[config.mk]
export PLATFORM = sky130hd
export DESIGN_NAME = yuv_to_rgb_top
export DESIGN_NICKNAME = d
export VERILOG_FILES = /design/src/verilog/csc_pkg.sv /design/src/verilog/chroma_upsampler.sv /design/src/verilog/colour_matrix.sv /design/src/verilog/sram_sequencer.sv /design/src/verilog/yuv_to_rgb_top.sv
export SDC_FILE = /design/constraint.sdc
export NUM_CORES = 2
export LEC_CHECK = 0
export BUFFER_PORTS_ARGS = -buffer_cell sky130_fd_sc_hd__buf_2
export CORE_MARGIN = 2
export CORE_UTILIZATION = 41
export DETAILED_ROUTE_END_ITERATION = 6
export HOLD_SLACK_MARGIN = 0.05
export SLEW_MARGIN = 20
export SYNTH_ARGS = -nofsm -noshare
export SYNTH_HDL_FRONTEND = slang
export SYNTH_HIERARCHICAL = 1
export SYNTH_SLANG_ARGS = --single-unit
[constraint.sdc]
create_clock -name Clock_50 -period 14.1 [get_ports Clock_50]
set_clock_uncertainty 0.1 [all_clocks]
set_input_delay 1.41 -clock Clock_50 [delete_from_list [all_inputs] [get_ports Clock_50]]
set_output_delay 1.41 -clock Clock_50 [all_outputs]
set_load 0.005 [all_outputs]
[src/verilog/csc_pkg.sv]
package csc_pkg;

	// bus and sample widths
	typedef logic [17:0] sram_addr_t;
	typedef logic [15:0] sram_word_t;
	typedef logic [7:0] sample_t;
	typedef logic [7:0] channel_t;

	typedef struct packed {
		sram_addr_t address;
		sram_word_t write_data;
		logic       we_n;
	} sram_req_t;

	// one even/odd pixel pair, chroma already upsampled
	typedef struct packed {
		sample_t y_even;
		sample_t y_odd;
		sample_t u_even;
		sample_t v_even;
		sample_t u_odd;
		sample_t v_odd;
	} pixel_pair_t;

	typedef struct packed {
		channel_t r_even;
		channel_t g_even;
		channel_t b_even;
		channel_t r_odd;
		channel_t g_odd;
		channel_t b_odd;
	} rgb_pair_t;

	typedef enum logic [3:0] {
		seq_idle,
		seq_lead_in,
		seq_loop_0,
		seq_loop_1,
		seq_loop_2,
		seq_loop_3,
		seq_loop_4,
		seq_loop_5,
		seq_loop_6,
		seq_loop_7,
		seq_lead_out,
		seq_done
	} seq_state_t;

	// memory map
	localparam sram_addr_t y_base = 18'd0;
	localparam sram_addr_t u_base = 18'd38400;
	localparam sram_addr_t v_base = 18'd57600;
	localparam sram_addr_t rgb_base = 18'd146944;

	localparam int row_pixels = 320;
	localparam int row_pairs = row_pixels / 2;
	localparam int chroma_words = row_pairs / 2;
	localparam int rgb_words = 3 * row_pairs;
	localparam int sram_read_latency = 2;
	// chroma pushes needed before the window covers pair 0
	localparam int lead_in_pushes = 3;

	localparam int y_offset = 16;
	localparam int c_offset = 128;

	localparam int k_y = 76284;
	localparam int k_rv = 104595;
	localparam int k_gu = 25624;
	localparam int k_gv = 53281;
	localparam int k_bu = 132251;

	localparam int tap_outer = 21;
	localparam int tap_mid = 52;
	localparam int tap_inner = 159;

	localparam int fir_round = 128;
	localparam int fir_shift = 8;
	localparam int mat_shift = 16;

endpackage

[src/verilog/chroma_upsampler.sv]
`timescale 1ns/1ps

module chroma_upsampler (
	input  logic                   Clock_50,
	input  logic                   Resetn,
	input  logic                   chroma_push,
	input  logic                   row_begin,
	input  csc_pkg::sample_t       u_sample,
	input  csc_pkg::sample_t       v_sample,
	input  csc_pkg::sample_t [1:0] y_pair,
	input  logic                   y_valid,
	output logic                   pair_valid,
	output csc_pkg::pixel_pair_t   pair
);

// slot 0 is the newest sample, slot 3 the centre of the pair
csc_pkg::sample_t [5:0] u_win;
csc_pkg::sample_t [5:0] v_win;
csc_pkg::sample_t [1:0] y_hold;

// symmetric six-tap interpolation with rounding and byte clip
function automatic csc_pkg::sample_t interpolate(input csc_pkg::sample_t [5:0] w);
	int acc;
	acc = csc_pkg::tap_outer * (int'(w[5]) + int'(w[0]))
		- csc_pkg::tap_mid * (int'(w[4]) + int'(w[1]))
		+ csc_pkg::tap_inner * (int'(w[3]) + int'(w[2]))
		+ csc_pkg::fir_round;
	acc = acc >>> csc_pkg::fir_shift;
	if (acc < 0) begin
		interpolate = 8'd0;
	end else if (acc > 255) begin
		interpolate = 8'd255;
	end else begin
		interpolate = acc[7:0];
	end
endfunction

always_ff @(posedge Clock_50) begin
	if (chroma_push) begin
		if (row_begin) begin
			// fill with the first sample for left edge replication
			u_win <= {6{u_sample}};
			v_win <= {6{v_sample}};
		end else begin
			u_win <= {u_win[4:0], u_sample};
			v_win <= {v_win[4:0], v_sample};
		end
	end
	if (y_valid) y_hold <= y_pair;
end

always_ff @(posedge Clock_50 or negedge Resetn) begin
	if (!Resetn) begin
		pair_valid <= 1'b0;
	end else begin
		pair_valid <= y_valid;
	end
end

always_comb begin
	pair.y_even = y_hold[1];
	pair.y_odd = y_hold[0];
	pair.u_even = u_win[3];
	pair.v_even = v_win[3];
	pair.u_odd = interpolate(u_win);
	pair.v_odd = interpolate(v_win);
end

endmodule

[src/verilog/colour_matrix.sv]
`timescale 1ns/1ps

module colour_matrix (
	input  logic                 Clock_50,
	input  logic                 Resetn,
	input  logic                 pair_valid,
	input  csc_pkg::pixel_pair_t pair,
	output logic                 rgb_valid,
	output csc_pkg::rgb_pair_t   rgb
);

// products of one pixel, before summing
typedef struct packed {
	logic signed [31:0] y;
	logic signed [31:0] rv;
	logic signed [31:0] gu;
	logic signed [31:0] gv;
	logic signed [31:0] bu;
} terms_t;

terms_t even_q;
terms_t odd_q;
logic stage_valid;

function automatic terms_t products(
	input csc_pkg::sample_t y,
	input csc_pkg::sample_t u,
	input csc_pkg::sample_t v
);
	int ys;
	int us;
	int vs;
	ys = int'(y) - csc_pkg::y_offset;
	us = int'(u) - csc_pkg::c_offset;
	vs = int'(v) - csc_pkg::c_offset;
	products.y = csc_pkg::k_y * ys;
	products.rv = csc_pkg::k_rv * vs;
	products.gu = csc_pkg::k_gu * us;
	products.gv = csc_pkg::k_gv * vs;
	products.bu = csc_pkg::k_bu * us;
endfunction

function automatic csc_pkg::channel_t clip(input int sum);
	int scaled;
	scaled = sum >>> csc_pkg::mat_shift;
	if (scaled < 0) clip = 8'd0;
	else if (scaled > 255) clip = 8'd255;
	else clip = scaled[7:0];
endfunction

// r, g, b from high to low
function automatic csc_pkg::channel_t [2:0] pixel_rgb(input terms_t t);
	pixel_rgb[2] = clip(t.y + t.rv);
	pixel_rgb[1] = clip(t.y - t.gu - t.gv);
	pixel_rgb[0] = clip(t.y + t.bu);
endfunction

always_ff @(posedge Clock_50) begin
	if (pair_valid) begin
		even_q <= products(pair.y_even, pair.u_even, pair.v_even);
		odd_q <= products(pair.y_odd, pair.u_odd, pair.v_odd);
	end
	if (stage_valid) begin
		{rgb.r_even, rgb.g_even, rgb.b_even} <= pixel_rgb(even_q);
		{rgb.r_odd, rgb.g_odd, rgb.b_odd} <= pixel_rgb(odd_q);
	end
end

always_ff @(posedge Clock_50 or negedge Resetn) begin
	if (!Resetn) begin
		stage_valid <= 1'b0;
		rgb_valid <= 1'b0;
	end else begin
		stage_valid <= pair_valid;
		rgb_valid <= stage_valid;
	end
end

endmodule

[src/verilog/sram_sequencer.sv]
`timescale 1ns/1ps

module sram_sequencer (
	input  logic                   Clock_50,
	input  logic                   Resetn,
	input  logic                   start,
	input  csc_pkg::sram_word_t    sram_read_data,
	input  logic                   rgb_valid,
	input  csc_pkg::rgb_pair_t     rgb,
	output csc_pkg::sram_req_t     sram_req,
	output logic                   chroma_push,
	output logic                   row_begin,
	output csc_pkg::sample_t       u_sample,
	output csc_pkg::sample_t       v_sample,
	output csc_pkg::sample_t [1:0] y_pair,
	output logic                   y_valid,
	output logic                   done
);

csc_pkg::seq_state_t state;
// loop pass count, the first passes only prime the chroma window
logic [7:0] iter;
logic byte_sel;
logic fetch_pair;
csc_pkg::sram_addr_t y_addr;
csc_pkg::sram_addr_t u_addr;
csc_pkg::sram_addr_t v_addr;
csc_pkg::sram_addr_t wr_addr;
logic [1:0] wr_left;
csc_pkg::sram_word_t y_word;
csc_pkg::sram_word_t u_word;
csc_pkg::sram_word_t v_word;
csc_pkg::sram_word_t wr_word;
csc_pkg::rgb_pair_t rgb_buf;
csc_pkg::sram_req_t req_next;
logic rd_y;
logic rd_u;
logic rd_v;
logic wr_now;

assign rd_y = (state == csc_pkg::seq_loop_0) && (iter >= 8'(csc_pkg::lead_in_pushes));
assign rd_u = (state == csc_pkg::seq_loop_1) && fetch_pair;
assign rd_v = (state == csc_pkg::seq_loop_2) && fetch_pair;
// writes take any cycle without a read
assign wr_now = (wr_left != 2'd0) && !(rd_y || rd_u || rd_v);

always_comb begin
	case (wr_left)
		2'd3: wr_word = {rgb_buf.r_even, rgb_buf.g_even};
		2'd2: wr_word = {rgb_buf.b_even, rgb_buf.r_odd};
		default: wr_word = {rgb_buf.g_odd, rgb_buf.b_odd};
	endcase
end

always_comb begin
	req_next.address = y_addr;
	req_next.write_data = wr_word;
	req_next.we_n = 1'b1;
	if (rd_u) begin
		req_next.address = u_addr;
	end else if (rd_v) begin
		req_next.address = v_addr;
	end else if (wr_now) begin
		req_next.address = wr_addr;
		req_next.we_n = 1'b0;
	end
end

always_ff @(posedge Clock_50 or negedge Resetn) begin
	if (!Resetn) begin
		state <= csc_pkg::seq_idle;
		sram_req <= '{address: '0, write_data: '0, we_n: 1'b1};
		iter <= '0;
		byte_sel <= 1'b0;
		fetch_pair <= 1'b0;
		y_addr <= csc_pkg::y_base;
		u_addr <= csc_pkg::u_base;
		v_addr <= csc_pkg::v_base;
		wr_addr <= csc_pkg::rgb_base;
		wr_left <= 2'd0;
		chroma_push <= 1'b0;
		row_begin <= 1'b0;
		y_valid <= 1'b0;
		done <= 1'b0;
	end else begin
		sram_req <= req_next;
		chroma_push <= 1'b0;
		row_begin <= 1'b0;
		y_valid <= 1'b0;
		if (rd_y) y_addr <= y_addr + 1'b1;
		if (rd_u) u_addr <= u_addr + 1'b1;
		if (rd_v) v_addr <= v_addr + 1'b1;
		if (wr_now) wr_addr <= wr_addr + 1'b1;
		if (rgb_valid) wr_left <= 2'd3;
		else if (wr_now) wr_left <= wr_left - 1'b1;
		case (state)
			csc_pkg::seq_idle, csc_pkg::seq_done: begin
				if (start) begin
					done <= 1'b0;
					state <= csc_pkg::seq_lead_in;
				end
			end
			csc_pkg::seq_lead_in: begin
				iter <= '0;
				byte_sel <= 1'b0;
				y_addr <= csc_pkg::y_base;
				u_addr <= csc_pkg::u_base;
				v_addr <= csc_pkg::v_base;
				wr_addr <= csc_pkg::rgb_base;
				state <= csc_pkg::seq_loop_0;
			end
			csc_pkg::seq_loop_0: begin
				// new chroma word on every other pass until the row runs out
				fetch_pair <= !byte_sel &&
					(u_addr != csc_pkg::sram_addr_t'(csc_pkg::u_base + csc_pkg::chroma_words));
				state <= csc_pkg::seq_loop_1;
			end
			csc_pkg::seq_loop_1: state <= csc_pkg::seq_loop_2;
			csc_pkg::seq_loop_2: state <= csc_pkg::seq_loop_3;
			csc_pkg::seq_loop_3: state <= csc_pkg::seq_loop_4;
			csc_pkg::seq_loop_4: state <= csc_pkg::seq_loop_5;
			csc_pkg::seq_loop_5: state <= csc_pkg::seq_loop_6;
			csc_pkg::seq_loop_6: begin
				chroma_push <= 1'b1;
				row_begin <= (iter == 8'd0);
				y_valid <= (iter >= 8'(csc_pkg::lead_in_pushes));
				byte_sel <= ~byte_sel;
				state <= csc_pkg::seq_loop_7;
			end
			csc_pkg::seq_loop_7: begin
				if (iter == 8'(csc_pkg::row_pairs + csc_pkg::lead_in_pushes - 1)) begin
					state <= csc_pkg::seq_lead_out;
				end else begin
					iter <= iter + 1'b1;
					state <= csc_pkg::seq_loop_0;
				end
			end
			csc_pkg::seq_lead_out: begin
				// wait for the last pair to drain through the matrix
				if (wr_addr == csc_pkg::sram_addr_t'(csc_pkg::rgb_base + csc_pkg::rgb_words)) begin
					done <= 1'b1;
					state <= csc_pkg::seq_done;
				end
			end
			default: state <= csc_pkg::seq_idle;
		endcase
	end
end

always_ff @(posedge Clock_50) begin
	if (state == csc_pkg::seq_loop_3) y_word <= sram_read_data;
	if (state == csc_pkg::seq_loop_4 && fetch_pair) u_word <= sram_read_data;
	if (state == csc_pkg::seq_loop_5 && fetch_pair) v_word <= sram_read_data;
	if (rgb_valid) rgb_buf <= rgb;
	if (state == csc_pkg::seq_loop_6) begin
		y_pair <= y_word;
		if (byte_sel) begin
			u_sample <= u_word[7:0];
			v_sample <= v_word[7:0];
		end else if (fetch_pair) begin
			u_sample <= u_word[15:8];
			v_sample <= v_word[15:8];
		end
		// past the row end the last sample is pushed again
	end
end

endmodule

[src/verilog/yuv_to_rgb_top.sv]
`timescale 1ns/1ps

module yuv_to_rgb_top (
	input  logic                Clock_50,
	input  logic                Resetn,
	input  logic                start,
	input  csc_pkg::sram_word_t sram_read_data,
	output csc_pkg::sram_req_t  sram_req,
	output logic                done
);

logic chroma_push;
logic row_begin;
csc_pkg::sample_t u_sample;
csc_pkg::sample_t v_sample;
csc_pkg::sample_t [1:0] y_pair;
logic y_valid;
logic pair_valid;
csc_pkg::pixel_pair_t pair;
logic rgb_valid;
csc_pkg::rgb_pair_t rgb;

sram_sequencer u_sequencer (
	.Clock_50       (Clock_50),
	.Resetn         (Resetn),
	.start          (start),
	.sram_read_data (sram_read_data),
	.rgb_valid      (rgb_valid),
	.rgb            (rgb),
	.sram_req       (sram_req),
	.chroma_push    (chroma_push),
	.row_begin      (row_begin),
	.u_sample       (u_sample),
	.v_sample       (v_sample),
	.y_pair         (y_pair),
	.y_valid        (y_valid),
	.done           (done)
);

chroma_upsampler u_upsampler (
	.Clock_50    (Clock_50),
	.Resetn      (Resetn),
	.chroma_push (chroma_push),
	.row_begin   (row_begin),
	.u_sample    (u_sample),
	.v_sample    (v_sample),
	.y_pair      (y_pair),
	.y_valid     (y_valid),
	.pair_valid  (pair_valid),
	.pair        (pair)
);

colour_matrix u_matrix (
	.Clock_50   (Clock_50),
	.Resetn     (Resetn),
	.pair_valid (pair_valid),
	.pair       (pair),
	.rgb_valid  (rgb_valid),
	.rgb        (rgb)
);

endmodule
Yosys cells after proc, flatten, opt, wreduce, memory -nomap -nowiden:

Index checks and enable logic that the tools add are counted.

* add/sub/neg operators: 32
* multiply operators: 16
* magnitude comparators: 17
* equal/unequal tests: 19
* mux-type cells: 46
* bitwise gates (word level): 1
* reduce and logical (&&, ||, !) cells: 28

Operators with widths (count)
* $mux 18: 11
* $add 32x32->32: 6
* $sub 32x32->32: 6
* $mux 8: 15
* $gt 16x9->1 const B: 6
* $lt 16x1->1 const B: 6
* $mux 48: 2
* $add 18x1->18 const B: 4
* $add 32x9->32 const B: 2
* $mul 13x32->29 const A: 2
* $mul 16x32->30 const A: 2
* $mul 17x32->32 const A: 2
* $mul 18x32->32 const A: 2
* $mul 19x32->32 const A: 2
* $mul 5x32->30 const A: 2
* $mul 6x32->32 const A: 2
* $mul 9x32->32 const A: 2
* $add 8x8->9: 6
* $gt 24x9->1 const B: 2
* $lt 24x1->1 const B: 2
* $pmux 4 s11: 1
* $sub 8x8->9 const B: 4
* $pmux 16 s2: 1
* $reduce_bool 2->1: 10
* other kinds (28): 59

* register bits after elaboration: 728
* input bits: 19
* output and inout bits: 36
* word-level logic and storage cells: 221

Longest topological paths before layout:

* depth in word-level cells: 10
* gate-level depth with buffers: 58
* gate-level depth less buffers: 58

By module:

The synthesis kept the hierarchy.

By module, submodules not included
* colour_matrix: times used 1, cells an instance 3254, area each 34735.8 µm², sequential area each 8878.5 µm²
* chroma_upsampler: times used 1, cells an instance 1525, area each 14550.2 µm², sequential area each 3388.2 µm²
* sram_sequencer: times used 1, cells an instance 817, area each 10448.8 µm², sequential area each 7040.5 µm²

Worst setup path before layout:

Ideal clock, no wire load.

* path type: reg2reg
* start point: register u_upsampler/v_win[8] in the netlist's numbering
* end point: register u_matrix/odd_q[121] in the netlist's numbering (data pin)
* setup time: 0.258 ns
* data arrival time: 12.596 ns
* required time: 13.742 ns
* path slack: 1.147 ns
* cell stages (with the launch flop): 54
* buffers on the path: 0
* period minus slack after synthesis: 12.953 ns
* path through: edfxtp_1 > ha_1 > fa_1 > a21oi_1 > nor2_1 > nor2_1 > o21bai_1 > a21oi_1 > xnor2_1 > inv_1 > ha_1 > inv_1 > fa_1 > inv_1 > ha_1 > xor2_1 > ha_1 > inv_1 > [... 18 more ...] > inv_1 > ha_1 > inv_1 > fa_1 > fa_1 > inv_1 > ha_1 > ha_1 > a21o_1 > a21oi_1 > o21bai_1 > a21oi_1 > o211ai_1 > a211oi_1 > o21ai_0 > a31o_2 > a21oi_1 > xnor2_1

RTL lines
* start, declared: RTL line chroma_upsampler.sv:18 `csc_pkg::sample_t [5:0] v_win;`
* start signal, assigned: RTL line chroma_upsampler.sv:43 `v_win <= {6{v_sample}};`
* start signal, assigned: RTL line chroma_upsampler.sv:46 `v_win <= {v_win[4:0], v_sample};`
* end signal, assigned: RTL line colour_matrix.sv:61 `odd_q <= products(pair.y_odd, pair.u_odd, pair.v_odd);`
* end, declared: RTL line colour_matrix.sv:22 `terms_t odd_q;`

==> flow_metrics.tcl <==
set metrics [dict create \
    status "finished, final reports clean" \
    start_kind "flop" \
    grt_overflow 0 \
    utilization 0.448 \
    worstMarginPinSlew_ns 1.08 \
    r2r_end "u_matrix/odd_q[121]$_DFFE_PP_" \
    rr_worst_depth 52 \
    placementRows 140 \
    grt.total_usage 0.188 \
    setup_violations 0 \
    internal-power_mw 3.37 \
    holdPathStages 0 \
    via_count 39700 \
    cp-end-kind "flop" \
    drc 0 \
    die_area_um2 149000 \
    endpoint "u_matrix/odd_q[121]$_DFFE_PP_" \
    drtIter0Drc 2137 \
    hp-class "reg -> reg" \
    hpwl_um 111000 \
    met1_usage 0.278 \
    finish.net_count 7250 \
    final_area_um2 65100 \
    pwr-share-comb 0.003 \
    synth_top_area_frac 0.268 \
    ys.flop_type "edfxtp_1" \
    hold_violations 0 \
    required_ns 14.43 \
    grt_max_degree 97 \
    startpoint "u_upsampler/v_win[9]$_DFFE_PP_" \
    maxCapViolations 0 \
    fillers 13600 \
    io_buffers 54 \
    worstSetupPathType "reg -> reg" \
    synth_top_area_cell "edfxtp_1" \
    syn_to_final_growth_pct 8.96 \
    grt_pass1_vias 39500 \
    switching_share 0.205 \
    first_pass_iters 5 \
    core_area_um2 145000 \
    die_w_um 386 \
    die_h_um 386 \
    cp_max_fo 6 \
    cts.sinks 664 \
    slew_headroom 0.280 \
    postCtsHoldBufs 0 \
    fin_crit_ns 13.40 \
    synthesis.area_um2 59700 \
    tritoncts "done" \
    synth_seq_cells 664 \
    clk_pin_slew_ns 0.05 \
    antenna_left 0 \
    clockBufferDepth 3 \
    synth_area_per_cell_um2 10.7 \
    use_met2 0.294 \
    routed_wl_um 138000 \
    grt_pass1_wl_um 219000 \
    synthArstFlopShare 0.196 \
    period_share 0.951 \
    slowest_stage "fa_1" \
    finalMaxSlewViolations 0 \
    grt_use_met3 0.0223 \
    clock.fmax_mhz 74.6 \
    synth_cells 5596 \
    power.density_nw_per_um2 65.2 \
    cts_buffers 80 \
    critPathMaxStageDelay_ns 0.54 \
    drive_gt1_frac 0.0562 \
    worstPathArrival_ns 13.74 \
    yosysWarnings 6 \
    synth_nets 7145 \
    r2r_start "u_upsampler/v_win[9]$_DFFE_PP_" \
    synth_edf_count 534 \
    clkLatencyLatePin_ns 0.70 \
    ctsHtreeMaxLevel 3 \
    r2r_slack_ns 0.70 \
    antenna_found_initial 3 \
    p_leak_nw 31.5 \
    pwr-share-seq 0.494 \
    place_congestion 0.882 \
    yosysMostFrequentCell "ha_1" \
    top_usage_layer "met2" \
    netlist_top_cells_area "edfxtp_1 (27%), ha_1 (25%), fa_1 (11%), inv_1 (6.5%), dfrtp_1 (4.8%)" \
    io_pins 55 \
    p_clk_frac 0.503 \
    start_util 0.411 \
    wire_per_inst_um 17.9 \
    ys_types 107 \
    ir_drop_mv 0.110 \
    synth_common_cells "ha_1 (1191), inv_1 (1030), edfxtp_1 (534), fa_1 (339), a21oi_1 (271)" \
    seq_area_frac_synth 0.323 \
    vias_per_cell 5.17 \
    switching_power_mw 0.870 \
    placed_area_um2 62300 \
    cts-root-buf "clkbuf_16" \
]
[registers in the layout, indices dropped and copies added (netlist names), 32 cells and up]
| name | flops |
|---|---|
| u_sequencer/rgb_buf | 48 |
| u_upsampler/pair | 32 |
| u_matrix/odd_q | 123 |
| u_matrix/rgb | 48 |
| u_sequencer/sram_req | 35 |
| u_upsampler/v_win | 40 |
| u_upsampler/u_win | 40 |
| u_matrix/even_q | 123 |
[critical path: cells and delay by family (launching register included)]
family / cells / cell delay, ns
compound gates: 22 / 4.97
xor+xnor: 3 / 0.40
fa+ha+maj: 15 / 6.00
buf+inv: 9 / 0.66
flops: 1 / 0.44
simple gates: 3 / 0.56
[through the flow]
stage | hold WS (ns) | power [mW] | setup slack [ns] | std cells | setup TNS, ns
detailed placement | 0.305 | 2.15 | 0.440 | 7535 | 0
global placement | 0.303 | 2.15 | 0.534 | 7535 | 0
CTS | 0.296 | 4.30 | 0.381 | 7682 | 0
finish | 0.297 | 4.24 | 0.695 | 7685 | 0
global route | 0.311 | 4.38 | -0.000268 | 7683 | -0.000268
floorplan | 0.300 | 2.14 | 1.15 | 5596 | 0
[how the worst min path moves through the flow]
stage | start | slack [ns] | endpoint
floorplan | u_matrix/rgb[0]$_SDFFCE_PN0P_ | 0.30 | u_sequencer/rgb_buf[0]$_DFFE_PP_
global placement | u_sequencer/y_word[4]$_DFFE_PP_ | 0.30 | u_sequencer/y_pair[4]$_DFFE_PP_
detailed placement | u_matrix/rgb[46]$_SDFFCE_PN0P_ | 0.30 | u_sequencer/rgb_buf[46]$_DFFE_PP_
CTS | u_matrix/rgb[19]$_SDFFCE_PN0P_ | 0.30 | u_sequencer/rgb_buf[19]$_DFFE_PP_
global route | u_matrix/rgb[24]$_SDFFCE_PN0P_ | 0.31 | u_sequencer/rgb_buf[24]$_DFFE_PP_
finish | u_matrix/rgb[19]$_SDFFCE_PN0P_ | 0.30 | u_sequencer/rgb_buf[19]$_DFFE_PP_
[power by group through the flow]
stage               Combinational, mW  Clock [mW]  Sequential, mW
floorplan                   0.0000233           0            2.14
global placement               0.0136           0            2.14
detailed placement             0.0137           0            2.14
CTS                            0.0137        2.20            2.10
global route                   0.0151        2.27            2.09
finish                         0.0129        2.13            2.10
[cell type report]
cell class	count	area, um^2	share of cell area
Multi-Input combinational cell	3838	36300	0.557
Clock inverter	41	485	0.00746
Antenna cell	2	5.00	0.0000769
Timing Repair Buffer	86	520	0.00800
Clock buffer	106	2210	0.0340
Inverter	1031	3870	0.0595
Sequential cell	664	19300	0.297
Tap cell	1917	2400	0.0369
[per-layer routing]
metal,wire (um),vias up,part of all wire
li1,-,19600,-
met1,68500,19300,0.50
met2,60900,693,0.44
met3,5570,150,0.040
met4,2760,0,0.020
met5,0,-,0
[cells by family after synthesis]
kind of cell | after synthesis | share of synthesized area
adders and majority gates | 1531 | 0.363
buffers and inverters | 1094 | 0.0703
AOI/OAI and AO/OA | 989 | 0.108
and+or+nand+nor | 907 | 0.0735
DFF | 664 | 0.323
xor gates and xnor gates | 379 | 0.0556
muxes | 32 | 0.00601
[placed cells by master (no fill, tap or decap), types with 83 or more instances in the layout]
cell,n
fa_1,339
clkbuf_16,83
xnor2_1,241
o21ai_0,214
a21o_1,108
a21oi_1,270
nor2_1,266
dfrtp_1,110
xor2_1,138
inv_1,1030
nand2_1,234
ha_1,1190
edfxtp_1,534
[repair_timing]
action                                  in CTS  in global routing
resized for setup                            0                  7
setup buffers                                0                  1
endpoints found under the setup margin       0                  9
Power figures use the tool's default switching activity.
